**config.mk**
```make
export PLATFORM = sky130hd
export DESIGN_NAME = rom_loader_top
export DESIGN_NICKNAME = d
export VERILOG_FILES = /design/src/hdl/rom_load_pkg.sv /design/src/hdl/rom_loader_top.sv /design/src/hdl/prog_mem_writer.sv /design/src/hdl/prog_write_fifo.sv /design/src/hdl/rom_byte_router.sv
export SDC_FILE = /design/constraint.sdc
export NUM_CORES = 1
export LEC_CHECK = 0
export BUFFER_PORTS_ARGS = -buffer_cell sky130_fd_sc_hd__buf_2
export CAP_MARGIN = 20
export CORE_AREA = 2 2 198 200
export DETAILED_ROUTE_END_ITERATION = 8
export DIE_AREA = 0 0 200 202
export PLACE_DENSITY_LB_ADDON = 0.1
export SYNTH_ARGS = -nofsm -noshare
export SYNTH_HDL_FRONTEND = slang
export SYNTH_SLANG_ARGS = --single-unit
```
**constraint.sdc**
```tcl
create_clock -name clk -period 8.1 [get_ports clk]
set_clock_uncertainty 0.05 [all_clocks]
set_input_delay 0.405 -clock clk [delete_from_list [all_inputs] [get_ports clk]]
set_output_delay 0.405 -clock clk [all_outputs]
set_load 0.05 [all_outputs]
```
**src/hdl/rom_load_pkg.sv**
```systemverilog
`default_nettype none

package rom_load_pkg;

    typedef logic [25:0] dl_addr_t;     // byte address from the downloader
    typedef logic [7:0]  byte_t;
    typedef logic [15:0] kb_start_t;    // region start, 1 KB units
    typedef logic [22:0] word_addr_t;
    typedef logic [1:0]  bank_t;
    typedef logic [1:0]  byte_mask_t;   // active low, bit 0 is the low lane

    typedef struct packed {
        word_addr_t  addr;
        logic [15:0] data;  // byte repeated in both lanes
        byte_mask_t  mask;
        bank_t       bank;
    } prog_wr_t;

    typedef struct packed {
        logic [4:0] index;  // header byte minus CFG_FIRST
        byte_t      data;
    } cfg_wr_t;

    typedef enum logic [1:0] {IDLE, REQ, WAIT_LOW} writer_state_t;

    // header layout
    localparam dl_addr_t HEADER_BYTES = 26'd64;
    localparam dl_addr_t START_BYTES  = 26'd6;   // snd, pcm, gfx starts
    localparam dl_addr_t CFG_FIRST    = 26'd8;
    localparam dl_addr_t CFG_LAST     = 26'd39;
    localparam dl_addr_t CFG_KEY_BYTE = 26'd39;  // bit 7 decrypt, bit 6 parity
    localparam int       DECRYPT_BIT  = 19;

    localparam word_addr_t CPU_OFFSET = 23'h000000;
    localparam word_addr_t SND_OFFSET = 23'h0c0000;
    localparam word_addr_t PCM_OFFSET = 23'h010000;
    localparam word_addr_t GFX_OFFSET = 23'h020000;

    localparam bank_t BANK_CPU = 2'd0;
    localparam bank_t BANK_SND = 2'd0;  // sound code shares the cpu bank
    localparam bank_t BANK_PCM = 2'd1;
    localparam bank_t BANK_GFX = 2'd2;

    localparam int FIFO_DEPTH       = 8;
    localparam int FIFO_STALL_LEVEL = 6;  // two slots left for a strobe in flight

    typedef logic [$clog2(FIFO_DEPTH)-1:0]   fifo_ptr_t;
    typedef logic [$clog2(FIFO_DEPTH+1)-1:0] fifo_cnt_t;

    // fixed bit substitution for protected cpu bytes
    function automatic byte_t cpu_decrypt(input byte_t d);
        byte_t r;
        r = 8'h00;
        if (d[0])  r = r ^ 8'h04;
        if (d[1])  r = r ^ 8'h21;
        if (d[2])  r = r ^ 8'h01;
        if (!d[3]) r = r ^ 8'h50;  // inverted sense
        if (d[4])  r = r ^ 8'h40;
        if (d[5])  r = r ^ 8'h06;
        if (d[6])  r = r ^ 8'h08;
        if (!d[7]) r = r ^ 8'h88;  // inverted sense
        return r;
    endfunction

endpackage

`default_nettype wire
```
**src/hdl/rom_loader_top.sv**
```systemverilog
`timescale 1ns/1ps
`default_nettype none

module rom_loader_top (
    input  logic                   clk,
    input  logic                   reset,
    input  logic                   dl_active,
    input  logic                   dl_wr,
    input  rom_load_pkg::dl_addr_t dl_addr,
    input  rom_load_pkg::byte_t    dl_data,
    input  logic                   mem_ack,
    output logic                   dl_stall,
    output logic                   cfg_valid,
    output rom_load_pkg::cfg_wr_t  cfg_out,
    output logic                   mem_req,
    output rom_load_pkg::prog_wr_t mem_wr
);

    logic                   push;
    rom_load_pkg::prog_wr_t push_data;
    logic                   pop;
    rom_load_pkg::prog_wr_t head;
    logic                   empty;

    rom_byte_router u_rom_byte_router (
        .clk       (clk),
        .reset     (reset),
        .dl_active (dl_active),
        .dl_wr     (dl_wr),
        .dl_addr   (dl_addr),
        .dl_data   (dl_data),
        .cfg_valid (cfg_valid),
        .cfg_out   (cfg_out),
        .push      (push),
        .push_data (push_data)
    );

    prog_write_fifo u_prog_write_fifo (
        .clk         (clk),
        .reset       (reset),
        .push        (push),
        .push_data   (push_data),
        .pop         (pop),
        .head        (head),
        .empty       (empty),
        .almost_full (dl_stall)  // holds the downloader
    );

    prog_mem_writer u_prog_mem_writer (
        .clk     (clk),
        .reset   (reset),
        .head    (head),
        .empty   (empty),
        .mem_ack (mem_ack),
        .pop     (pop),
        .mem_req (mem_req),
        .mem_wr  (mem_wr)
    );

endmodule

`default_nettype wire

```
**src/hdl/prog_mem_writer.sv**
```systemverilog
`timescale 1ns/1ps
`default_nettype none

module prog_mem_writer (
    input  logic                   clk,
    input  logic                   reset,
    input  rom_load_pkg::prog_wr_t head,
    input  logic                   empty,
    input  logic                   mem_ack,
    output logic                   pop,
    output logic                   mem_req,
    output rom_load_pkg::prog_wr_t mem_wr
);

    rom_load_pkg::writer_state_t state;
    rom_load_pkg::prog_wr_t      hold;  // request under handshake

    assign pop     = (state == rom_load_pkg::IDLE) && !empty;
    assign mem_req = state == rom_load_pkg::REQ;
    assign mem_wr  = hold;

    always_ff @(posedge clk) begin
        if (pop)
            hold <= head;
    end

    always_ff @(posedge clk) begin
        if (reset) begin
            state <= rom_load_pkg::IDLE;
        end else begin
            case (state)
                rom_load_pkg::IDLE:
                    if (!empty) state <= rom_load_pkg::REQ;
                rom_load_pkg::REQ:
                    if (mem_ack) state <= rom_load_pkg::WAIT_LOW;  // drop req next
                rom_load_pkg::WAIT_LOW:
                    if (!mem_ack) state <= rom_load_pkg::IDLE;  // handshake closed
                default:
                    state <= rom_load_pkg::IDLE;
            endcase
        end
    end

    a_wr_stable: assert property (@(posedge clk) disable iff (reset)
        mem_req |=> !mem_req || $stable(mem_wr));

    // four-phase rule, memory must have released ack first
    a_req_after_ack_low: assert property (@(posedge clk) disable iff (reset)
        $rose(mem_req) |-> !mem_ack);

endmodule

`default_nettype wire

```
**src/hdl/prog_write_fifo.sv**
```systemverilog
`timescale 1ns/1ps
`default_nettype none

module prog_write_fifo (
    input  logic                   clk,
    input  logic                   reset,
    input  logic                   push,
    input  rom_load_pkg::prog_wr_t push_data,
    input  logic                   pop,
    output rom_load_pkg::prog_wr_t head,
    output logic                   empty,
    output logic                   almost_full
);

    rom_load_pkg::prog_wr_t  mem [rom_load_pkg::FIFO_DEPTH];
    rom_load_pkg::fifo_ptr_t wr_ptr;
    rom_load_pkg::fifo_ptr_t rd_ptr;
    rom_load_pkg::fifo_cnt_t count;

    assign head        = mem[rd_ptr];
    assign empty       = count == '0;
    assign almost_full = count >= rom_load_pkg::fifo_cnt_t'(rom_load_pkg::FIFO_STALL_LEVEL);

    always_ff @(posedge clk) begin
        if (push)
            mem[wr_ptr] <= push_data;
    end

    always_ff @(posedge clk) begin
        if (reset) begin
            wr_ptr <= '0;
            rd_ptr <= '0;
            count  <= '0;
        end else begin
            if (push)
                wr_ptr <= (wr_ptr == rom_load_pkg::fifo_ptr_t'(rom_load_pkg::FIFO_DEPTH - 1)) ?
                          '0 : wr_ptr + 1'b1;
            if (pop)
                rd_ptr <= (rd_ptr == rom_load_pkg::fifo_ptr_t'(rom_load_pkg::FIFO_DEPTH - 1)) ?
                          '0 : rd_ptr + 1'b1;
            case ({push, pop})
                2'b10:   count <= count + 1'b1;
                2'b01:   count <= count - 1'b1;
                default: count <= count;  // idle, or push and pop together
            endcase
        end
    end

    // stall headroom must cover the strobe already in flight
    a_no_overflow: assert property (@(posedge clk) disable iff (reset)
        push |-> count != rom_load_pkg::fifo_cnt_t'(rom_load_pkg::FIFO_DEPTH));

    a_no_underflow: assert property (@(posedge clk) disable iff (reset)
        pop |-> !empty);

endmodule

`default_nettype wire

```
**src/hdl/rom_byte_router.sv**
```systemverilog
`timescale 1ns/1ps
`default_nettype none

module rom_byte_router (
    input  logic                   clk,
    input  logic                   reset,
    input  logic                   dl_active,
    input  logic                   dl_wr,
    input  rom_load_pkg::dl_addr_t dl_addr,
    input  rom_load_pkg::byte_t    dl_data,
    output logic                   cfg_valid,
    output rom_load_pkg::cfg_wr_t  cfg_out,
    output logic                   push,
    output rom_load_pkg::prog_wr_t push_data
);

    logic [8*rom_load_pkg::START_BYTES-1:0] starts;  // byte 0 ends up lowest
    rom_load_pkg::kb_start_t  snd_start;
    rom_load_pkg::kb_start_t  pcm_start;
    rom_load_pkg::kb_start_t  gfx_start;
    logic                     decrypt_en;
    logic                     parity_sel;

    logic                     strobe;
    logic                     is_start;
    logic                     is_cfg;
    logic                     is_payload;
    rom_load_pkg::dl_addr_t   cfg_rel;

    rom_load_pkg::dl_addr_t   bulk_addr;
    rom_load_pkg::kb_start_t  bulk_kb;
    logic                     region_cpu;
    rom_load_pkg::kb_start_t  region_base;
    rom_load_pkg::word_addr_t region_off;
    rom_load_pkg::bank_t      region_bank;
    rom_load_pkg::dl_addr_t   rel_addr;
    rom_load_pkg::word_addr_t word_addr;
    logic                     do_decrypt;
    rom_load_pkg::byte_t      wr_byte;

    assign snd_start = starts[15:0];
    assign pcm_start = starts[31:16];
    assign gfx_start = starts[47:32];

    assign strobe     = dl_wr && dl_active;
    assign is_start   = dl_addr < rom_load_pkg::START_BYTES;
    assign is_cfg     = dl_addr >= rom_load_pkg::CFG_FIRST && dl_addr <= rom_load_pkg::CFG_LAST;
    assign is_payload = dl_addr >= rom_load_pkg::HEADER_BYTES;
    assign cfg_rel    = dl_addr - rom_load_pkg::CFG_FIRST;

    assign bulk_addr = dl_addr - rom_load_pkg::HEADER_BYTES;
    assign bulk_kb   = {1'b0, bulk_addr[24:10]};

    // highest start wins, anything below the sound start is cpu code
    always_comb begin
        if (bulk_kb >= gfx_start) begin
            region_cpu  = 1'b0;
            region_base = gfx_start;
            region_off  = rom_load_pkg::GFX_OFFSET;
            region_bank = rom_load_pkg::BANK_GFX;
        end else if (bulk_kb >= pcm_start) begin
            region_cpu  = 1'b0;
            region_base = pcm_start;
            region_off  = rom_load_pkg::PCM_OFFSET;
            region_bank = rom_load_pkg::BANK_PCM;
        end else if (bulk_kb >= snd_start) begin
            region_cpu  = 1'b0;
            region_base = snd_start;
            region_off  = rom_load_pkg::SND_OFFSET;
            region_bank = rom_load_pkg::BANK_SND;
        end else begin
            region_cpu  = 1'b1;
            region_base = '0;
            region_off  = rom_load_pkg::CPU_OFFSET;
            region_bank = rom_load_pkg::BANK_CPU;
        end
    end

    assign rel_addr  = bulk_addr - {region_base, 10'd0};
    assign word_addr = rel_addr[23:1] + region_off;  // byte to word address

    // only one byte parity of the upper cpu half is protected
    assign do_decrypt = region_cpu && bulk_addr[rom_load_pkg::DECRYPT_BIT] && decrypt_en
                        && (bulk_addr[0] ^ parity_sel);
    assign wr_byte    = do_decrypt ? rom_load_pkg::cpu_decrypt(dl_data) : dl_data;

    always_ff @(posedge clk) begin
        if (reset) begin
            cfg_valid  <= 1'b0;
            push       <= 1'b0;
            starts     <= '0;
            decrypt_en <= 1'b0;
            parity_sel <= 1'b0;
        end else begin
            cfg_valid <= strobe && is_cfg;
            push      <= strobe && is_payload;
            if (!dl_active) begin  // load over, forget the header
                starts     <= '0;
                decrypt_en <= 1'b0;
                parity_sel <= 1'b0;
            end else if (dl_wr) begin
                if (is_start)
                    starts <= {dl_data, starts[8*rom_load_pkg::START_BYTES-1:8]};
                if (dl_addr == rom_load_pkg::CFG_KEY_BYTE)
                    {decrypt_en, parity_sel} <= dl_data[7:6];
            end
        end
    end

    always_ff @(posedge clk) begin
        if (strobe) begin
            cfg_out.index   <= cfg_rel[4:0];
            cfg_out.data    <= dl_data;
            push_data.addr  <= word_addr;
            push_data.data  <= {2{wr_byte}};
            push_data.mask  <= dl_addr[0] ? 2'b01 : 2'b10;  // even byte is the low lane
            push_data.bank  <= region_bank;
        end
    end

    // header and payload bytes are exclusive
    a_cfg_push_excl: assert property (@(posedge clk) disable iff (reset)
        !(cfg_valid && push));

endmodule

`default_nettype wire

```
* Word-level counts from Yosys, hierarchy flattened
Memories as Yosys holds them, arrays and structs flattened. A register that Yosys moved wholly into a read port is not among the register bits. Cells that the tools add are included.
Cells by class: add/sub/neg operators 8, order comparisons 8, equal/unequal tests 10, muxes and demuxes 29, bitwise gates (word level) 9, reductions and logical operators 16
Operator list (number):
- $ge A15 B16 Y1 | 3
- $mux W23 | 2
- $mux W14 | 3
- $eq A26 B6 Y1 const B | 1
- $ge A26 B4 Y1 const B | 1
- $ge A26 B7 Y1 const B | 1
- $le A26 B6 Y1 const B | 1
- $lt A26 B3 Y1 const B | 1
- $sub A25 B7 Y25 const B | 1
- $sub A24 B24 Y24 | 1
- $add A23 B23 Y23 | 1
- $mux W20 | 1
- $mux W8 | 2
- $mux W7 | 2
- $mux W3 | 4
- $logic_and A1 B1 Y1 | 8
- $mux W2 | 4
- $pmux W4 S2 | 1
- $mux W1 | 7
- $add A3 B1 Y3 const B | 2
- $eq A3 B3 Y1 const B | 2
- $mux W6 | 1
- $ne A2 B2 Y1 const B | 3
- $not A1 Y2 | 3
- 18 further kinds | 24
Storage, ports and cells: flip-flop bits (word level) 120, memory bits (writable) 344, input port bits 39, output and inout port bits 59, logic and storage cells 96, memories 1
Memory list:
- u_prog_write_fifo.mem | words 8, width 43, read ports 1, clocked after memory_dff 1, wr ports 1, RTL line prog_write_fifo.sv:15 | rom_load_pkg::prog_wr_t mem [rom_load_pkg::FIFO_DEPTH];

* Depth between registers and ports, before layout
depth in word-level cells 14, mapped depth 31, depth with buffers taken out 29

* By module
A second synthesis with hierarchy kept.
Unflattened totals: cells, all modules 1312, area, all modules 21339.2 um^2
Modules (own cells, without submodules):
- prog_write_fifo | instances 1, cells each 570, area an instance 13814.5 um^2, seq. area each 10590.2 um^2
- rom_byte_router | instances 1, cells each 691, area an instance 6149.6 um^2, seq. area each 2392.3 um^2
- prog_mem_writer | instances 1, cells each 51, area an instance 1375.1 um^2, seq. area each 1331.3 um^2

* Least setup slack after synthesis
No wires, ideal clock.
path type input -> register, start input port dl_addr[12], end register, netlist name u_rom_byte_router.push_data[42], setup time 0.269 ns, arrival time 6.610 ns, required time 7.781 ns, path slack 1.170 ns, stages on the path 30, buffers on the path 4, cells stage by stage or4_4 or3_1 buf_2 or4_1 clkbuf_1 nor2_1 xor2_1 ha_1 nand4b_1 nor3_1 nand2_1 o21ai_1 clkbuf_1 clkbuf_1 o21ai_0 mux2_2 ha_1 fa_1 nor2b_1 o31a_1 o41ai_1 nor2b_1 xnor2_1 inv_1 fa_1 inv_1 a21o_1 a21oi_1 nor3b_1 xor3_1
On the way: longest elaborated chain between the ends 7, elaborated cells on any way between the ends 12, classes of those cells add/sub (3); order compare (3); mux (6)
Ends and longest elaborated chain:
- from (decl) | RTL line rom_loader_top.sv:9 | input rom_load_pkg::dl_addr_t dl_addr,
- $sub A25 B7 Y25 (*) | RTL line rom_byte_router.sv:51 | assign bulk_addr = dl_addr - rom_load_pkg::HEADER_BYTES;
- $ge A15 B16 Y1 | RTL line rom_byte_router.sv:66 | end else if (bulk_kb >= snd_start) begin
- $mux W14 | RTL line rom_byte_router.sv:66
- $mux W14 | RTL line rom_byte_router.sv:61 | end else if (bulk_kb >= pcm_start) begin
- $mux W14 | RTL line rom_byte_router.sv:56 | if (bulk_kb >= gfx_start) begin
- $sub A24 B24 Y24 | RTL line rom_byte_router.sv:79 | assign rel_addr = bulk_addr - {region_base, 10'd0};
- $add A23 B23 Y23 (*) | RTL line rom_byte_router.sv:80 | assign word_addr = rel_addr[23:1] + region_off;
- named net u_rom_byte_router.word_addr[22] | RTL line rom_byte_router.sv:37 | rom_load_pkg::word_addr_t word_addr;
Mark *: on every way through the listed nets, which the timed path passes. The rest lies on a longest branch. A chain may end at the register's enable or synchronous reset.

* Worst setup path in the final report
start input port dl_addr[12], end register, netlist name u_rom_byte_router.push_data[42]
On the way: longest elaborated chain between the ends 7, elaborated cells on any way between the ends 12, classes of those cells add/sub (3); order compare (3); mux (6)
Ends and longest elaborated chain (RTL line):
- $sub A25 B7 Y25 (*) | rom_byte_router.sv:51
- $ge A15 B16 Y1 | rom_byte_router.sv:66
- $mux W14 | rom_byte_router.sv:66
- $mux W14 | rom_byte_router.sv:61
- $mux W14 | rom_byte_router.sv:56
- $sub A24 B24 Y24 | rom_byte_router.sv:79
- $add A23 B23 Y23 (*) | rom_byte_router.sv:80
- named net u_rom_byte_router.word_addr[22] | rom_byte_router.sv:37
Marked as above.

==> out/qor.tcl <==
set qor(critPathCaptureType) {register}
set qor(sw_frac_of_total_pct) 30.8
set qor(reg2reg_slack_ps) 2620
set qor(stdcell_area_mm2) 0.0207
set qor(finalMaxSlewViolations) 0
set qor(boundaryPins) 98
set qor(max_buffers_root_to_sink) 3
set qor(cts_root_buffer) {clkbuf_16}
set qor(status) {completed}
set qor(yosys_warnings) 0
set qor(cts.sinks) 424
set qor(p_switching_w) 0.00183
set qor(clk_transition_reported_paths_ps) 60
set qor(grt_pass1_wl_um) 61200
set qor(holdCritPathClass) {input pin to register}
set qor(synth_area_leader_cell) {edfxtp_1}
set qor(power.sequential.fraction_pct) 45.4
set qor(clkLatencyLatePin_ps) 570
set qor(track_usage_pct) 20.6
set qor(route.detailed.wl_per_inst_um) 21.6
set qor(setup_tns_ps) 0
set qor(synth-async-reset-ratio_pct) 0
set qor(hp-start) {dl_addr[1]}
set qor(worst_slew_margin_rel_pct) 28.9
set qor(hpwl_um) 25300
set qor(hold_violations) 0
set qor(grt_start_max_net_pins) 65
set qor(irDropWorstVdd_mv) 0.217
set qor(synth_top_area_share_pct) 59.3
set qor(multi_input_comb_area_mm2) 0.00570
set qor(first_global_vias) 10268
set qor(total_power_draw_w) 0.00596
set qor(timing.fmax_ghz) 0.144
set qor(netlist_top_cells_count) {360 x edfxtp_1, 129 x nand2_1, 80 x a21oi_1}
set qor(number_of_library_cell_types_mapped_by_synthesis) 56
set qor(detail_route.vias_per_cell) 5.46
set qor(post_cts_buffers) 0
set qor(ys_seq_elements) 424
set qor(fp.dieW_um) 200
set qor(fin_nets) 1435
set qor(reg_to_reg_critical_path_startpoint) {u_rom_byte_router.starts[29]}
set qor(die-area_mm2) 0.0404
set qor(routabilityCongestion) 0.864
set qor(num-fill-cells) 3145
set qor(hold_path_end) {u_rom_byte_router.push_data[20]}
set qor(final-seq-area_mm2) 0.0121
set qor(initial_core_util_pct) 47.7
set qor(tritoncts_clock_tree) {yes}
set qor(portBuffers) 97
set qor(maxCapViolations) 0
set qor(critical_path_maximum_fanout) 20
set qor(clkPwrFrac_pct) 31.9
set qor(synthesis.area_mm2) 0.0182
set qor(reg2reg_to) {u_rom_byte_router.push_data[42]}
set qor(fp-row-count) 72
set qor(grt_remaining_overflow) 0
set qor(postSynthCellCount) 1215
set qor(rr_worst_depth) 23
set qor(setup_viol) 0
set qor(ys_top_cells_by_area) {edfxtp_1 59%, mux4_2 8.6%, dfxtp_1 7.0%}
set qor(synth.yosys.seq_area_share_pct) 66.3
set qor(layout_cells_sized_above_1_pct) 23.2
set qor(synth-main-ff-cell) {edfxtp_1}
set qor(syn_nets) 1330
set qor(antenna_found_initial) 0
set qor(synth_edf_count) 360
set qor(finalWorstPathRequiredPeriod_ps) 6960
set qor(power.internal_w) 0.00412
set qor(required_ps) 8350
set qor(post-route-drc-count) 0
set qor(n_antenna_cell) 0
set qor(critical_path_class) {input pin to register}
set qor(arrival_ps) 7210
set qor(ctsHtreeMaxLevel) 2
set qor(whs_path_depth) 1
set qor(total_clock_buffers_created_by_cts) 45
set qor(drtAntennaViolNets) 0
set qor(drt_pass1_iterations) 5
set qor(die_h_um) 202
set qor(synth.avg_cell_area_um2) 15.0
set qor(power_frac_comb_pct) 22.6
set qor(detailedRoute.firstIterationViolations) 660
set qor(cts_repair_resize_count) 0
set qor(pwr_density_cell_mw_per_mm2) 288
set qor(cts_hold_repair.buffers) 0
set qor(core_mm2) 0.0383
set qor(yosys.cell_count.top_type) {edfxtp_1}
set qor(setup.worst_path.start_class) {input pin}
set qor(leakagePower_nw) 6.90
set qor(num_vias) 10204
set qor(timing.final.crit_share_pct) 85.9
set qor(grt_setup_unrepaired) {no}
set qor(total_wirelength_um) 40400
set qor(placed_area_mm2) 0.0193
set qor(max_slew.worst_pin.slew_ps) 1070
set qor(area_delta_synth_final_pct) 13.5
## routing by layer
layer / wire length, um / track usage (%) / share of wire (%)
met1: 17900 / 28.1 / 44
met2: 20100 / 34.3 / 50
met5: 0 / 0 / 0
met4: 947 / 6.61 / 2.3
met3: 1540 / 2.84 / 3.8
## state kept, by name, summed over array words and instances, names as in the netlist
signal                        cells
u_prog_mem_writer.state           2
u_rom_byte_router.push_data      35
u_rom_byte_router.parity_sel      1
u_prog_mem_writer.mem_wr         35
u_prog_write_fifo.count           4
u_rom_byte_router.starts         48
u_rom_byte_router.cfg_valid       1
u_rom_byte_router.cfg_out        10
u_rom_byte_router.decrypt_en      1
u_prog_write_fifo.rd_ptr          3
u_prog_write_fifo.wr_ptr          3
u_prog_write_fifo.mem           280
u_rom_byte_router.push            1
## worst max path at each step
| stage | start | end | cells after the start |
|---|---|---|---|
| 2_1_floorplan | dl_addr[12] | u_rom_byte_router.push_data[42] | 30 |
| 3_3_place_gp | dl_addr[12] | u_rom_byte_router.push_data[42] | 28 |
| 3_5_place_dp | dl_addr[12] | u_rom_byte_router.push_data[42] | 28 |
| 4_1_cts | dl_addr[12] | u_rom_byte_router.push_data[42] | 28 |
| 5_1_grt | dl_addr[12] | u_rom_byte_router.push_data[42] | 26 |
| 6_report | dl_addr[12] | u_rom_byte_router.push_data[42] | 28 |
## layout make-up
| type | count | share of cell area, % |
|---|---|---|
| clock inverter | 22 | 0.616 |
| inverter | 68 | 1.23 |
| tap | 518 | 3.13 |
| timing repair buffer | 117 | 3.07 |
| clock buffer | 57 | 5.96 |
| sequential | 424 | 58.5 |
| multi-input combinational | 664 | 27.5 |
## power groups by stage
stage | sequential (W) | clock [W] | combinational [W]
2_1_floorplan | 0.00304 | 0 | 0.000746
3_3_place_gp | 0.00275 | 0 | 0.00137
3_5_place_dp | 0.00276 | 0 | 0.00137
4_1_cts | 0.00271 | 0.00196 | 0.00137
5_1_grt | 0.00273 | 0.00203 | 0.00146
6_report | 0.00271 | 0.00190 | 0.00135
## cell families after synthesis
logic type,Yosys count,synth area share [%]
AOI/OAI and AO/OA,170,5.67
xor gates and xnor gates,39,2.06
adders and majority gates,76,5.34
buffers and inverters,127,2.87
DFF,424,66.3
muxes,112,11.2
and+or+nand+nor,267,6.58
## cell usage in the layout, fill, tap and decap left out, types with 5 or more instances in the layout
master and n:
nand2b_1 6, mux4_2 70, nand2_1 129, a221o_1 11, nor3_1 10, o21ai_0 34, xor2_1 20, buf_2 97
nor4_1 5, nor2_1 53, ha_1 73, o21a_1 6, or4_1 6, or3_1 7, clkbuf_1 8, clkbuf_16 47
clkinv_1 6, inv_1 67, a21oi_1 80, clkinv_2 10, dfxtp_1 61, edfxtp_1 360, buf_4 20, nand3_1 12
a211oi_1 5, nor2_4 6, xnor2_1 17, nor2b_1 10, mux2_2 38, a21o_1 7
## worst max-delay path: stages
cell and delay, ps:
buf_2 120, or4_4 540, or3_1 430, or4_1 630, nor2_1 160, xor2_1 460
ha_1 250, nand4_1 100, nor3_1 220, nand2_1 100, o21ai_2 450, buf_4 330
nor2_1 60, a221o_1 310, o21ai_0 90, ha_1 290, a21oi_1 220, nand2_1 70
o21ai_0 380, xnor2_1 180, ha_1 190, inv_1 50, fa_1 390, inv_1 70
a21o_1 110, a21oi_1 90, nor3b_1 220, xor3_1 250
## metrics by stage
step                util, %  setup WS (ps)  hold slack, ps  instances
floorplan                 -           1170             382       1215
global placement       50.5            795             390       1791
detailed placement     50.5            669             394       1791
CTS                    54.1           1270            1.06       1870
global route           54.1            604            21.4       1870
finish                 54.1           1140            26.0       1870
Note: power is estimated with default switching activity, not from simulation.
